**config.mk**
```make
export PLATFORM = sky130hd
export DESIGN_NAME = fwd_core_top
export DESIGN_NICKNAME = d
export VERILOG_FILES = /design/src/source/isa_pkg.sv /design/src/source/pipe_pkg.sv /design/src/source/bypass_ctrl.sv /design/src/source/decode_stage.sv /design/src/source/exec_pipeline.sv /design/src/source/fwd_core_top.sv /design/src/source/reg_file.sv
export SDC_FILE = /design/constraint.sdc
export NUM_CORES = 2
export LEC_CHECK = 0
export BUFFER_PORTS_ARGS = -buffer_cell sky130_fd_sc_hd__buf_4
export CAP_MARGIN = 10
export CORE_ASPECT_RATIO = 1.4
export CORE_MARGIN = 1.5
export CORE_UTILIZATION = 50
export CTS_CLUSTER_DIAMETER = 100
export DETAILED_ROUTE_END_ITERATION = 8
export GPL_ROUTABILITY_DRIVEN = 1
export PLACE_DENSITY = 0.66
export SLEW_MARGIN = 20
export SYNTH_ARGS = -nofsm -noshare
export SYNTH_HDL_FRONTEND = slang
export SYNTH_SLANG_ARGS = --single-unit
```
**constraint.sdc**
```tcl
create_clock -name clk_i -period 10.8 [get_ports clk_i]
set_input_delay 1.08 -clock clk_i [delete_from_list [all_inputs] [get_ports clk_i]]
set_output_delay 1.08 -clock clk_i [all_outputs]
set_load 0.01 [all_outputs]
```
**src/source/isa_pkg.sv**
```systemverilog
// RV32 subset only (ADD, ADDI, MUL, LW); every other encoding is treated as a bubble
package isa_pkg;

    typedef logic [31:0] word_t;
    typedef logic [31:0] instr_t;
    typedef logic [4:0]  reg_addr_t;

    // Major opcodes
    localparam logic [6:0] OPC_OP     = 7'b0110011;
    localparam logic [6:0] OPC_OP_IMM = 7'b0010011;
    localparam logic [6:0] OPC_LOAD   = 7'b0000011;

    // M extension marker in funct7
    localparam logic [6:0] FUNCT7_MULDIV = 7'b0000001;

endpackage

```
**src/source/pipe_pkg.sv**
```systemverilog
// Distances are tied to the fixed EXE, M1 to M5, TL, C and WB pipeline shape
package pipe_pkg;

    typedef logic [1:0] op_class_t;
    typedef logic [2:0] wb_dist_t;

    localparam op_class_t CLS_NONE = 2'd0;
    localparam op_class_t CLS_ALU  = 2'd1;
    localparam op_class_t CLS_MUL  = 2'd2;
    localparam op_class_t CLS_LOAD = 2'd3;

    // Issue edges until the edge that writes the register file
    localparam wb_dist_t ALU_WB_DIST  = 3'd2;
    localparam wb_dist_t LOAD_WB_DIST = 3'd4;
    localparam wb_dist_t MUL_WB_DIST  = 3'd6;

endpackage

```
**src/source/bypass_ctrl.sv**
```systemverilog
// Purely combinational; assumes stage flags are set only for records that write a register
`timescale 1ns/1ps

module bypass_ctrl
    import isa_pkg::*;
    import pipe_pkg::*;
(
    input  logic      dec_valid_i,
    input  reg_addr_t dec_rs1_i,
    input  reg_addr_t dec_rs2_i,
    input  logic      dec_uses_b_i,
    input  logic      dec_wr_en_i,
    input  reg_addr_t dec_rd_i,
    input  op_class_t dec_class_i,
    input  logic      exe_wr_en_i,
    input  reg_addr_t exe_rd_i,
    input  logic      exe_is_load_i,
    input  word_t     exe_data_i,
    input  logic      m1_wr_en_i,
    input  reg_addr_t m1_rd_i,
    input  logic      m2_wr_en_i,
    input  reg_addr_t m2_rd_i,
    input  logic      m3_wr_en_i,
    input  reg_addr_t m3_rd_i,
    input  logic      m4_wr_en_i,
    input  reg_addr_t m4_rd_i,
    input  logic      m5_wr_en_i,
    input  reg_addr_t m5_rd_i,
    input  word_t     m5_data_i,
    input  logic      tl_wr_en_i,
    input  reg_addr_t tl_rd_i,
    input  logic      c_wr_en_i,
    input  reg_addr_t c_rd_i,
    input  word_t     c_data_i,
    input  logic      wb_wr_en_i,
    input  reg_addr_t wb_rd_i,
    input  word_t     wb_data_i,
    input  logic      cache_hit_i,
    output logic      bypass_a_en_o,
    output logic      bypass_b_en_o,
    output word_t     bypass_data_a_o,
    output word_t     bypass_data_b_o,
    output logic      hazard_stall_o
);

    // Record order is EXE, M1 to M5, TL, C, WB
    localparam int NREC = 9;

    logic [NREC-1:0] rec_en;
    logic [NREC-1:0] rec_ready;
    reg_addr_t       rec_rd   [NREC];
    wb_dist_t        rec_dist [NREC];
    word_t           rec_data [NREC];
    wb_dist_t        own_dist;
    logic            stall_a;
    logic            stall_b;
    logic            struct_hzd;
    logic            waw_hzd;

    always_comb begin
        rec_en = {wb_wr_en_i, c_wr_en_i, tl_wr_en_i, m5_wr_en_i, m4_wr_en_i,
                  m3_wr_en_i, m2_wr_en_i, m1_wr_en_i, exe_wr_en_i};
        rec_ready = {1'b1, cache_hit_i, 1'b0, 1'b1, 4'b0000, !exe_is_load_i};
        rec_rd = '{exe_rd_i, m1_rd_i, m2_rd_i, m3_rd_i, m4_rd_i,
                   m5_rd_i, tl_rd_i, c_rd_i, wb_rd_i};
        rec_data = '{exe_data_i, '0, '0, '0, '0, m5_data_i, '0, c_data_i, wb_data_i};
        rec_dist = '{exe_is_load_i ? LOAD_WB_DIST - 3'd1 : ALU_WB_DIST - 3'd1,
                     MUL_WB_DIST - 3'd1, MUL_WB_DIST - 3'd2, MUL_WB_DIST - 3'd3,
                     MUL_WB_DIST - 3'd4, MUL_WB_DIST - 3'd5,
                     LOAD_WB_DIST - 3'd2, LOAD_WB_DIST - 3'd3, 3'd0};
    end

    // Returns {stall, forward, data} for one source register
    function automatic logic [33:0] resolve(input reg_addr_t src, input logic used);
        logic     found;
        wb_dist_t best;
        int       sel;
        found = 1'b0;
        best  = '0;
        sel   = 0;
        for (int i = 0; i < NREC; i++) begin
            // Largest distance is the youngest writer
            if (used && src != '0 && rec_en[i] && rec_rd[i] == src &&
                (!found || rec_dist[i] > best)) begin
                found = 1'b1;
                best  = rec_dist[i];
                sel   = i;
            end
        end
        if (!found) begin
            return '0;
        end
        if (rec_ready[sel]) begin
            return {2'b01, rec_data[sel]};
        end
        return {2'b10, 32'b0};
    endfunction

    always_comb begin
        {stall_a, bypass_a_en_o, bypass_data_a_o} =
            resolve(dec_rs1_i, dec_valid_i && dec_class_i != CLS_NONE);
        {stall_b, bypass_b_en_o, bypass_data_b_o} =
            resolve(dec_rs2_i, dec_valid_i && dec_uses_b_i);
    end

    always_comb begin
        case (dec_class_i)
            CLS_ALU:  own_dist = ALU_WB_DIST;
            CLS_LOAD: own_dist = LOAD_WB_DIST;
            CLS_MUL:  own_dist = MUL_WB_DIST;
            default:  own_dist = '0;
        endcase
    end

    // Same distance means both reach WB on one edge, a larger one means an older
    // write to our rd would land after ours
    always_comb begin
        struct_hzd = 1'b0;
        waw_hzd    = 1'b0;
        for (int i = 0; i < NREC; i++) begin
            if (dec_valid_i && dec_wr_en_i && rec_en[i]) begin
                if (rec_dist[i] == own_dist) begin
                    struct_hzd = 1'b1;
                end
                if (rec_rd[i] == dec_rd_i && rec_dist[i] > own_dist) begin
                    waw_hzd = 1'b1;
                end
            end
        end
    end

    assign hazard_stall_o = stall_a || stall_b || struct_hzd || waw_hzd;

endmodule

```
**src/source/decode_stage.sv**
```systemverilog
// Holds one instruction at a time; the source must keep instr_i steady while stall_o is high
`timescale 1ns/1ps

module decode_stage
    import isa_pkg::*;
    import pipe_pkg::*;
(
    input  logic      clk_i,
    input  logic      arst_n_i,
    input  instr_t    instr_i,
    input  logic      instr_valid_i,
    input  logic      hazard_stall_i,
    input  logic      freeze_i,
    output logic      stall_o,
    output logic      dec_valid_o,
    output reg_addr_t dec_rs1_o,
    output reg_addr_t dec_rs2_o,
    output logic      dec_uses_b_o,
    output reg_addr_t dec_rd_o,
    output logic      dec_wr_en_o,
    output op_class_t dec_class_o,
    output word_t     dec_imm_o,
    output logic      dec_issue_o
);

    instr_t    instr_q;
    logic      valid_q;
    logic      accept;
    op_class_t cls;

    assign stall_o     = valid_q && (hazard_stall_i || freeze_i);
    assign accept      = instr_valid_i && !stall_o;
    assign dec_issue_o = valid_q && !hazard_stall_i && !freeze_i;

    always_ff @(posedge clk_i or negedge arst_n_i) begin
        if (!arst_n_i) begin
            valid_q <= 1'b0;
        end else if (accept) begin
            valid_q <= 1'b1;
        end else if (dec_issue_o) begin
            valid_q <= 1'b0;
        end
    end

    always_ff @(posedge clk_i) begin
        if (accept) begin
            instr_q <= instr_i;
        end
    end

    // funct3 must be 000 for ADD, ADDI and MUL and 010 for LW
    always_comb begin
        cls = CLS_NONE;
        case (instr_q[6:0])
            OPC_OP: begin
                if (instr_q[14:12] == 3'b000 && instr_q[31:25] == FUNCT7_MULDIV) begin
                    cls = CLS_MUL;
                end else if (instr_q[14:12] == 3'b000 && instr_q[31:25] == 7'b0) begin
                    cls = CLS_ALU;
                end
            end
            OPC_OP_IMM: cls = (instr_q[14:12] == 3'b000) ? CLS_ALU : CLS_NONE;
            OPC_LOAD:   cls = (instr_q[14:12] == 3'b010) ? CLS_LOAD : CLS_NONE;
            default:    cls = CLS_NONE;
        endcase
    end

    assign dec_valid_o  = valid_q;
    assign dec_class_o  = cls;
    assign dec_uses_b_o = (instr_q[6:0] == OPC_OP) && (cls != CLS_NONE);
    assign dec_rs1_o    = instr_q[19:15];
    assign dec_rd_o     = instr_q[11:7];
    assign dec_wr_en_o  = (cls != CLS_NONE) && (dec_rd_o != '0);

    // I-type reads x0 as rs2 and R-type gets a zero immediate, so EXE can add all three
    assign dec_rs2_o = dec_uses_b_o ? instr_q[24:20] : '0;
    assign dec_imm_o = dec_uses_b_o ? '0 : {{20{instr_q[31]}}, instr_q[31:20]};

endmodule

```
**src/source/exec_pipeline.sv**
```systemverilog
// The product is formed whole in M1 and only carried through M2 to M5; a cache miss freezes all
`timescale 1ns/1ps

module exec_pipeline
    import isa_pkg::*;
    import pipe_pkg::*;
(
    input  logic      clk_i,
    input  logic      arst_n_i,
    input  logic      dec_issue_i,
    input  op_class_t dec_class_i,
    input  reg_addr_t dec_rd_i,
    input  logic      dec_wr_en_i,
    input  word_t     dec_imm_i,
    input  word_t     rf_data_a_i,
    input  word_t     rf_data_b_i,
    input  logic      bypass_a_en_i,
    input  logic      bypass_b_en_i,
    input  word_t     bypass_data_a_i,
    input  word_t     bypass_data_b_i,
    input  word_t     cache_data_i,
    input  logic      cache_hit_i,
    output logic      cache_req_o,
    output word_t     cache_addr_o,
    output logic      freeze_o,
    output logic      exe_wr_en_o,
    output reg_addr_t exe_rd_o,
    output logic      exe_is_load_o,
    output word_t     exe_data_o,
    output logic      m1_wr_en_o,
    output reg_addr_t m1_rd_o,
    output logic      m2_wr_en_o,
    output reg_addr_t m2_rd_o,
    output logic      m3_wr_en_o,
    output reg_addr_t m3_rd_o,
    output logic      m4_wr_en_o,
    output reg_addr_t m4_rd_o,
    output logic      m5_wr_en_o,
    output reg_addr_t m5_rd_o,
    output word_t     m5_data_o,
    output logic      tl_wr_en_o,
    output reg_addr_t tl_rd_o,
    output logic      c_wr_en_o,
    output reg_addr_t c_rd_o,
    output word_t     c_data_o,
    output logic      wb_wr_en_o,
    output logic      wb_en_o,
    output reg_addr_t wb_addr_o,
    output word_t     wb_data_o
);

    // EXE and M1 are never filled together, so they share one operand slot
    logic      exe_v_q;
    logic      m1_v_q;
    logic      slot_ld_q;
    logic      slot_wr_q;
    reg_addr_t slot_rd_q;
    word_t     opa_q;
    word_t     opb_q;
    word_t     imm_q;
    logic      m_v_q    [2:5];
    logic      m_wr_q   [2:5];
    reg_addr_t m_rd_q   [2:5];
    word_t     m_data_q [2:5];
    logic      tl_v_q;
    logic      tl_wr_q;
    reg_addr_t tl_rd_q;
    word_t     tl_addr_q;
    logic      c_v_q;
    logic      c_wr_q;
    reg_addr_t c_rd_q;
    word_t     c_addr_q;
    logic      wb_v_q;
    reg_addr_t wb_rd_q;
    word_t     wb_data_q;
    word_t     op_a;
    word_t     op_b;
    word_t     sum;
    logic      take_exe;
    logic      take_mul;
    logic      take_c;

    assign op_a = bypass_a_en_i ? bypass_data_a_i : rf_data_a_i;
    assign op_b = bypass_b_en_i ? bypass_data_b_i : rf_data_b_i;
    assign sum  = opa_q + opb_q + imm_q;

    // At most one of these is set, the bypass controller keeps WB slots apart
    assign take_exe = exe_v_q && !slot_ld_q && slot_wr_q;
    assign take_mul = m_v_q[5] && m_wr_q[5];
    assign take_c   = c_v_q && c_wr_q;

    always_ff @(posedge clk_i or negedge arst_n_i) begin
        if (!arst_n_i) begin
            exe_v_q <= 1'b0;
            m1_v_q  <= 1'b0;
            for (int k = 2; k <= 5; k++) begin
                m_v_q[k] <= 1'b0;
            end
            tl_v_q <= 1'b0;
            c_v_q  <= 1'b0;
            wb_v_q <= 1'b0;
        end else if (!freeze_o) begin
            exe_v_q  <= dec_issue_i && (dec_class_i == CLS_ALU || dec_class_i == CLS_LOAD);
            m1_v_q   <= dec_issue_i && (dec_class_i == CLS_MUL);
            m_v_q[2] <= m1_v_q;
            for (int k = 3; k <= 5; k++) begin
                m_v_q[k] <= m_v_q[k-1];
            end
            tl_v_q <= exe_v_q && slot_ld_q;
            c_v_q  <= tl_v_q;
            wb_v_q <= take_exe || take_mul || take_c;
        end
    end

    always_ff @(posedge clk_i) begin
        if (!freeze_o) begin
            if (dec_issue_i) begin
                slot_ld_q <= (dec_class_i == CLS_LOAD);
                slot_wr_q <= dec_wr_en_i;
                slot_rd_q <= dec_rd_i;
                opa_q     <= op_a;
                opb_q     <= op_b;
                imm_q     <= dec_imm_i;
            end
            m_wr_q[2]   <= slot_wr_q;
            m_rd_q[2]   <= slot_rd_q;
            m_data_q[2] <= opa_q * opb_q;
            for (int k = 3; k <= 5; k++) begin
                m_wr_q[k]   <= m_wr_q[k-1];
                m_rd_q[k]   <= m_rd_q[k-1];
                m_data_q[k] <= m_data_q[k-1];
            end
            tl_wr_q   <= slot_wr_q;
            tl_rd_q   <= slot_rd_q;
            tl_addr_q <= sum;
            c_wr_q    <= tl_wr_q;
            c_rd_q    <= tl_rd_q;
            c_addr_q  <= tl_addr_q;
            if (take_exe) begin
                wb_rd_q   <= slot_rd_q;
                wb_data_q <= sum;
            end else if (take_mul) begin
                wb_rd_q   <= m_rd_q[5];
                wb_data_q <= m_data_q[5];
            end else begin
                wb_rd_q   <= c_rd_q;
                wb_data_q <= cache_data_i;
            end
        end
    end

    assign freeze_o     = c_v_q && !cache_hit_i;
    assign cache_req_o  = c_v_q;
    assign cache_addr_o = c_addr_q;

    assign exe_wr_en_o   = exe_v_q && slot_wr_q;
    assign exe_rd_o      = slot_rd_q;
    assign exe_is_load_o = slot_ld_q;
    assign exe_data_o    = sum;
    assign m1_wr_en_o    = m1_v_q && slot_wr_q;
    assign m1_rd_o       = slot_rd_q;
    assign m2_wr_en_o    = m_v_q[2] && m_wr_q[2];
    assign m2_rd_o       = m_rd_q[2];
    assign m3_wr_en_o    = m_v_q[3] && m_wr_q[3];
    assign m3_rd_o       = m_rd_q[3];
    assign m4_wr_en_o    = m_v_q[4] && m_wr_q[4];
    assign m4_rd_o       = m_rd_q[4];
    assign m5_wr_en_o    = take_mul;
    assign m5_rd_o       = m_rd_q[5];
    assign m5_data_o     = m_data_q[5];
    assign tl_wr_en_o    = tl_v_q && tl_wr_q;
    assign tl_rd_o       = tl_rd_q;
    assign c_wr_en_o     = take_c;
    assign c_rd_o        = c_rd_q;
    assign c_data_o      = cache_data_i;

    // WB holds its record during a freeze, the write strobe waits for the release
    assign wb_wr_en_o = wb_v_q;
    assign wb_en_o    = wb_v_q && !freeze_o;
    assign wb_addr_o  = wb_rd_q;
    assign wb_data_o  = wb_data_q;

endmodule

```
**src/source/fwd_core_top.sv**
```systemverilog
// Data cache sits outside; cache_data_i and cache_hit_i must answer in the cycle of the request
`timescale 1ns/1ps

module fwd_core_top
    import isa_pkg::*;
    import pipe_pkg::*;
(
    input  logic      clk_i,
    input  logic      arst_n_i,
    input  instr_t    instr_i,
    input  logic      instr_valid_i,
    output logic      stall_o,
    output logic      cache_req_o,
    output word_t     cache_addr_o,
    input  word_t     cache_data_i,
    input  logic      cache_hit_i,
    output logic      wb_en_o,
    output reg_addr_t wb_addr_o,
    output word_t     wb_data_o
);

    logic      dec_valid, dec_uses_b, dec_wr_en, dec_issue, hazard_stall, freeze;
    reg_addr_t dec_rs1, dec_rs2, dec_rd;
    op_class_t dec_class;
    word_t     dec_imm, rf_data_a, rf_data_b, bypass_data_a, bypass_data_b;
    logic      bypass_a_en, bypass_b_en;
    logic      exe_wr_en, exe_is_load, m1_wr_en, m2_wr_en, m3_wr_en, m4_wr_en, m5_wr_en;
    logic      tl_wr_en, c_wr_en, wb_wr_en;
    reg_addr_t exe_rd, m1_rd, m2_rd, m3_rd, m4_rd, m5_rd, tl_rd, c_rd;
    word_t     exe_data, m5_data, c_data;

    decode_stage decode_i (
        .clk_i, .arst_n_i, .instr_i, .instr_valid_i, .stall_o,
        .hazard_stall_i(hazard_stall), .freeze_i(freeze),
        .dec_valid_o(dec_valid), .dec_rs1_o(dec_rs1), .dec_rs2_o(dec_rs2),
        .dec_uses_b_o(dec_uses_b), .dec_rd_o(dec_rd), .dec_wr_en_o(dec_wr_en),
        .dec_class_o(dec_class), .dec_imm_o(dec_imm), .dec_issue_o(dec_issue)
    );

    exec_pipeline exec_i (
        .clk_i, .arst_n_i, .cache_data_i, .cache_hit_i, .cache_req_o, .cache_addr_o,
        .dec_issue_i(dec_issue), .dec_class_i(dec_class), .dec_rd_i(dec_rd),
        .dec_wr_en_i(dec_wr_en), .dec_imm_i(dec_imm),
        .rf_data_a_i(rf_data_a), .rf_data_b_i(rf_data_b),
        .bypass_a_en_i(bypass_a_en), .bypass_b_en_i(bypass_b_en),
        .bypass_data_a_i(bypass_data_a), .bypass_data_b_i(bypass_data_b),
        .freeze_o(freeze), .exe_wr_en_o(exe_wr_en), .exe_rd_o(exe_rd),
        .exe_is_load_o(exe_is_load), .exe_data_o(exe_data),
        .m1_wr_en_o(m1_wr_en), .m1_rd_o(m1_rd), .m2_wr_en_o(m2_wr_en), .m2_rd_o(m2_rd),
        .m3_wr_en_o(m3_wr_en), .m3_rd_o(m3_rd), .m4_wr_en_o(m4_wr_en), .m4_rd_o(m4_rd),
        .m5_wr_en_o(m5_wr_en), .m5_rd_o(m5_rd), .m5_data_o(m5_data),
        .tl_wr_en_o(tl_wr_en), .tl_rd_o(tl_rd),
        .c_wr_en_o(c_wr_en), .c_rd_o(c_rd), .c_data_o(c_data),
        .wb_wr_en_o(wb_wr_en), .wb_en_o, .wb_addr_o, .wb_data_o
    );

    bypass_ctrl bypass_i (
        .dec_valid_i(dec_valid), .dec_rs1_i(dec_rs1), .dec_rs2_i(dec_rs2),
        .dec_uses_b_i(dec_uses_b), .dec_wr_en_i(dec_wr_en), .dec_rd_i(dec_rd),
        .dec_class_i(dec_class), .exe_wr_en_i(exe_wr_en), .exe_rd_i(exe_rd),
        .exe_is_load_i(exe_is_load), .exe_data_i(exe_data),
        .m1_wr_en_i(m1_wr_en), .m1_rd_i(m1_rd), .m2_wr_en_i(m2_wr_en), .m2_rd_i(m2_rd),
        .m3_wr_en_i(m3_wr_en), .m3_rd_i(m3_rd), .m4_wr_en_i(m4_wr_en), .m4_rd_i(m4_rd),
        .m5_wr_en_i(m5_wr_en), .m5_rd_i(m5_rd), .m5_data_i(m5_data),
        .tl_wr_en_i(tl_wr_en), .tl_rd_i(tl_rd),
        .c_wr_en_i(c_wr_en), .c_rd_i(c_rd), .c_data_i(c_data),
        .wb_wr_en_i(wb_wr_en), .wb_rd_i(wb_addr_o), .wb_data_i(wb_data_o), .cache_hit_i,
        .bypass_a_en_o(bypass_a_en), .bypass_b_en_o(bypass_b_en),
        .bypass_data_a_o(bypass_data_a), .bypass_data_b_o(bypass_data_b),
        .hazard_stall_o(hazard_stall)
    );

    reg_file rf_i (
        .clk_i, .arst_n_i,
        .rd_addr_a_i(dec_rs1), .rd_addr_b_i(dec_rs2),
        .rd_data_a_o(rf_data_a), .rd_data_b_o(rf_data_b),
        .wr_en_i(wb_en_o), .wr_addr_i(wb_addr_o), .wr_data_i(wb_data_o)
    );

endmodule

```
**src/source/reg_file.sv**
```systemverilog
// Writes land on the clock edge and are not visible to reads in the same cycle
`timescale 1ns/1ps

module reg_file
    import isa_pkg::*;
(
    input  logic      clk_i,
    input  logic      arst_n_i,
    input  reg_addr_t rd_addr_a_i,
    input  reg_addr_t rd_addr_b_i,
    output word_t     rd_data_a_o,
    output word_t     rd_data_b_o,
    input  logic      wr_en_i,
    input  reg_addr_t wr_addr_i,
    input  word_t     wr_data_i
);

    word_t regs [32];

    always_ff @(posedge clk_i or negedge arst_n_i) begin
        if (!arst_n_i) begin
            for (int i = 0; i < 32; i++) begin
                regs[i] <= '0;
            end
        end else if (wr_en_i && wr_addr_i != '0) begin
            regs[wr_addr_i] <= wr_data_i;
        end
    end

    // x0 always reads zero
    assign rd_data_a_o = (rd_addr_a_i == '0) ? '0 : regs[rd_addr_a_i];
    assign rd_data_b_o = (rd_addr_b_i == '0) ? '0 : regs[rd_addr_b_i];

endmodule

```
==> impl_metrics.py <==
metrics = {
    "status": {
        "outcome": "completed",
    },
    "floorplanning": {
        "top_level_ports": 140,
        "floorplan.core_area_um2": 178000,
        "floorplan.initialDensity": 0.503,
        "std_cell_rows": 183,
        "fp.dieH_um": 503,
        "design.die.area_um2": 181000,
        "die_w_um": 360,
    },
    "pwr": {
        "power_report.internal_total_mw": 11.0,
        "power.net_switching_mw": 5.21,
        "power.ir.vdd_worst_mv": 0.204,
        "comb_power_share": 0.275,
        "total_power_mw": 16.2,
        "leakage_nw": 44.2,
        "power.clock.fraction": 0.330,
        "switching_fraction_of_total_power": 0.321,
        "pwr-share-seq": 0.395,
        "p_per_area_nw_per_um2": 166,
    },
    "setup_path": {
        "cp_data_arrival_time_ns": 7.32,
        "critPathRequiredTime_ns": 9.72,
        "cp-end-kind": "primary output",
        "crit_type": "flip-flop to primary output",
        "cp_max_fo": 35,
        "start_kind": "flip-flop",
    },
    "timing": {
        "setup_ws_ns": 2.40,
        "hold_viol": 0,
        "clock.fmax_mhz": 119,
        "report.final.slew_viol_count": 0,
        "fin_worst_skew_ns": 0.0395,
        "worst_slew_margin_rel": 0.194,
        "rsz0062_at_grt": "false",
        "timing.final.setup_violations": 0,
        "finalCritPeriodShare": 0.778,
        "final.min_clock_period_ns": 8.40,
        "setup_total_negative_slack_ns": 0,
        "tightest_slew_ns": 1.21,
    },
    "cells_and_area": {
        "seq_area_um2": 36900,
        "multiInputGateArea_um2": 48200,
        "fill_cells": 14800,
        "nNetsFinal": 7865,
        "drive_gt1_frac": 0.291,
        "area_growth_syn_to_layout_pct": 9.15,
        "final_core_utilization": 0.549,
        "layout.cell_area.non_filler_um2": 97500,
    },
    "clock_tree": {
        "clock_tree.root_cell": "clkbuf_16",
        "cts_sinks": 1402,
        "clock_tree.htree_level_count": 4,
        "cts_setup_buffers": 0,
        "clock_path_buffers": 3,
        "worstSkewPairLatency_ns": 0.82,
        "numCtsBuffers": 143,
        "cts_tree": "done",
        "clk_transition_reported_paths_ns": 0.07,
        "hold_buffers": 0,
        "cts-resized-gates": 0,
    },
    "placed_design": {
        "dp_slack_ns": 2.52,
        "numPortBuffers": 139,
        "gp_congestion": 1.02,
        "dp_hpwl_um": 189000,
        "dpl_cell_area_um2": 92500,
    },
    "synthesis": {
        "synth.distinct_cells": 96,
        "synth_fp_nets": 8079,
        "synth_largest_type_area_fraction": 0.290,
        "netlist.top_cell.by_area": "dfrtp_1",
        "yosys_warnings": 0,
        "synthesis.area_um2": 89400,
        "ys_async_sr_fraction": 0.738,
        "synth-edff-count": 368,
        "syn_inst": 7413,
        "synthesis.area_per_instance_um2": 12.1,
        "synthFlopType": "dfrtp_1",
        "ys_seq_elements": 1402,
        "ys_seq_area_frac": 0.413,
        "yosys-top-cells-area": "dfrtp_1 (29%), mux2_2 (15%), edfxtp_1 (12%)",
    },
    "global_route": {
        "grt_first_pass_wirelength_um": 434000,
        "antenna_found_initial": 10,
        "grt-ovfl-total": 0,
        "grt_pass1_vias": 65400,
        "track_usage": 0.324,
        "largest_net_degree_at_the_start_of_global_routing": 190,
    },
    "route": {
        "route.detailed.wl_per_inst_um": 30.6,
        "post-route-drc-count": 0,
        "drt_first_iter_violations": 7555,
        "firstDrtPassIters": 9,
        "vias": 63800,
        "drt-total-wl_um": 295000,
        "routed_via_density": 6.62,
        "postRouteAntennaNets": 0,
    },
    "min_path": {
        "hold_path_class": "input port to async pin",
    },
    "flow_run": {
        "max_cap_viol_count": 0,
    },
}
==> cell families (layout without fill, tap and decap cells) <==
| kind of cell | Yosys count | count (layout) | share of synthesized area |
|---|---|---|---|
| AOI/OAI and AO/OA | 942 | 942 | 0.0780 |
| muxes | 1640 | 1640 | 0.245 |
| other | 0 | 3 | 0 |
| buffers and inverters | 1192 | 1092 | 0.0510 |
| and+or+nand+nor | 1462 | 1462 | 0.0748 |
| adders and majority gates | 598 | 598 | 0.121 |
| DFF | 1402 | 1402 | 0.413 |
| xor gates and xnor gates | 177 | 177 | 0.0173 |
==> synth_stat cells (57+ instances only) <==
library cell	n
mux2_2	1181
dfrtp_1	1034
nand2_1	818
clkbuf_1	561
inv_1	527
fa_1	440
edfxtp_1	368
mux4_2	320
o21ai_0	191
a222oi_1	186
and2_1	179
ha_1	158
nor2_1	150
mux2i_1	138
xnor2_1	134
a21oi_1	115
nand3_1	108
a211oi_1	82
a31oi_1	57
buf_1	57
==> layout make-up <==
cell class / count / area share
sequential: 1402 / 0.379
tap: 2312 / 0.0297
timing repair buffer: 305 / 0.0251
clock buffer: 194 / 0.0424
multi-input combinational: 4819 / 0.495
inverter: 528 / 0.0204
clock inverter: 65 / 0.00916
antenna: 3 / 0.0000770
==> critical path, cell delays in order (launching register included) <==
cell	delay [ns]
edfxtp_1	0.39
nor4_1	0.29
nand2_1	0.10
o21ai_0	0.15
a21oi_1	0.08
nor2_1	0.23
inv_1	0.13
ha_1	0.27
and4bb_1	0.52
nand2_2	0.52
nor2_1	0.95
nand4_1	0.29
o221ai_1	0.34
a211oi_1	0.15
a21oi_4	0.81
o21ai_2	0.18
a31oi_1	0.71
nor2_1	0.14
buf_4	0.19
==> per-layer routing <==
metal  vias up  routed length, µm  share of wire  GRT usage
met2      3431             141000           0.48      0.532
met3       969              25900          0.088     0.0639
met1     33200             108000           0.37      0.399
met4         4              19500          0.066      0.191
met5         -                 26       0.000088          0
li1      26200                  -              -          -
==> final timing paths <==
check,slack (ns),from,to,cells after the start
worst min register to register,0.39,rf_i.regs[1023]$_DFFE_PN0P_,rf_i.regs[1023]$_DFFE_PN0P_,0
max in group asynchronous,8.24,arst_n_i,rf_i.regs[878]$_DFFE_PN0P_,3
worst min-delay path,0.27,arst_n_i,rf_i.regs[351]$_DFFE_PN0P_,1
min in group clk_i,0.39,rf_i.regs[1023]$_DFFE_PN0P_,rf_i.regs[1023]$_DFFE_PN0P_,0
worst max register to register,2.56,exec_i.opb_q[5]$_DFFE_PP_,exec_i.m_data_q[1][31]$_DFFE_PN_,24
worst max-delay path,2.40,decode_i.instr_q[27]$_DFFE_PP_,stall_o,18
==> stage by stage <==
stage,instances,hold WS (ns)
2_1_floorplan,7413,0.400
3_3_place_gp,9366,0.376
3_5_place_dp,9366,0.382
4_1_cts,9625,0.308
5_1_grt,9628,0.350
6_report,9628,0.268
==> power by group through the flow <==
| stage | registers, mW | clock network [mW] | logic, mW |
|---|---|---|---|
| 2_1_floorplan | 6.33 | 0 | 3.07 |
| 3_3_place_gp | 6.50 | 0 | 4.38 |
| 3_5_place_dp | 6.50 | 0 | 4.48 |
| 4_1_cts | 6.42 | 5.42 | 4.49 |
| 5_1_grt | 6.45 | 5.61 | 4.99 |
| 6_report | 6.42 | 5.36 | 4.46 |
==> state kept, by name, summed over array words and instances, names as in the netlist, 3 cells and up <==
register,flops
exec_i.tl_rd_o,4
exec_i.m_data_q,128
decode_i.instr_q,32
exec_i.c_rd_o,5
rf_i.regs,1024
exec_i.m_rd_q,11
exec_i.opa_q,32
exec_i.m_wr_q,3
exec_i.cache_addr_o,32
exec_i.imm_q,12
exec_i.wb_data_o,32
exec_i.m_v_q,4
exec_i.opb_q,32
exec_i.tl_addr_q,32
exec_i.exe_rd_o,5
exec_i.wb_addr_o,5
==> placed cells by master, fill, tap and decap left out, drive strengths merged, types with 118 or more instances in the layout <==
cell type,Yosys,routed
o21ai,195,195
a21oi,118,118
ha,158,158
nand2,820,820
edfxtp,368,368
xnor2,134,134
a222oi,186,186
dfrtp,1034,1034
mux2,1182,1182
mux4,320,320
mux2i,138,138
fa,440,440
nor2,151,151
clkbuf,561,194
buf,103,305
inv,528,535
and2,179,179
Note: power is estimated with default switching activity, not from simulation.
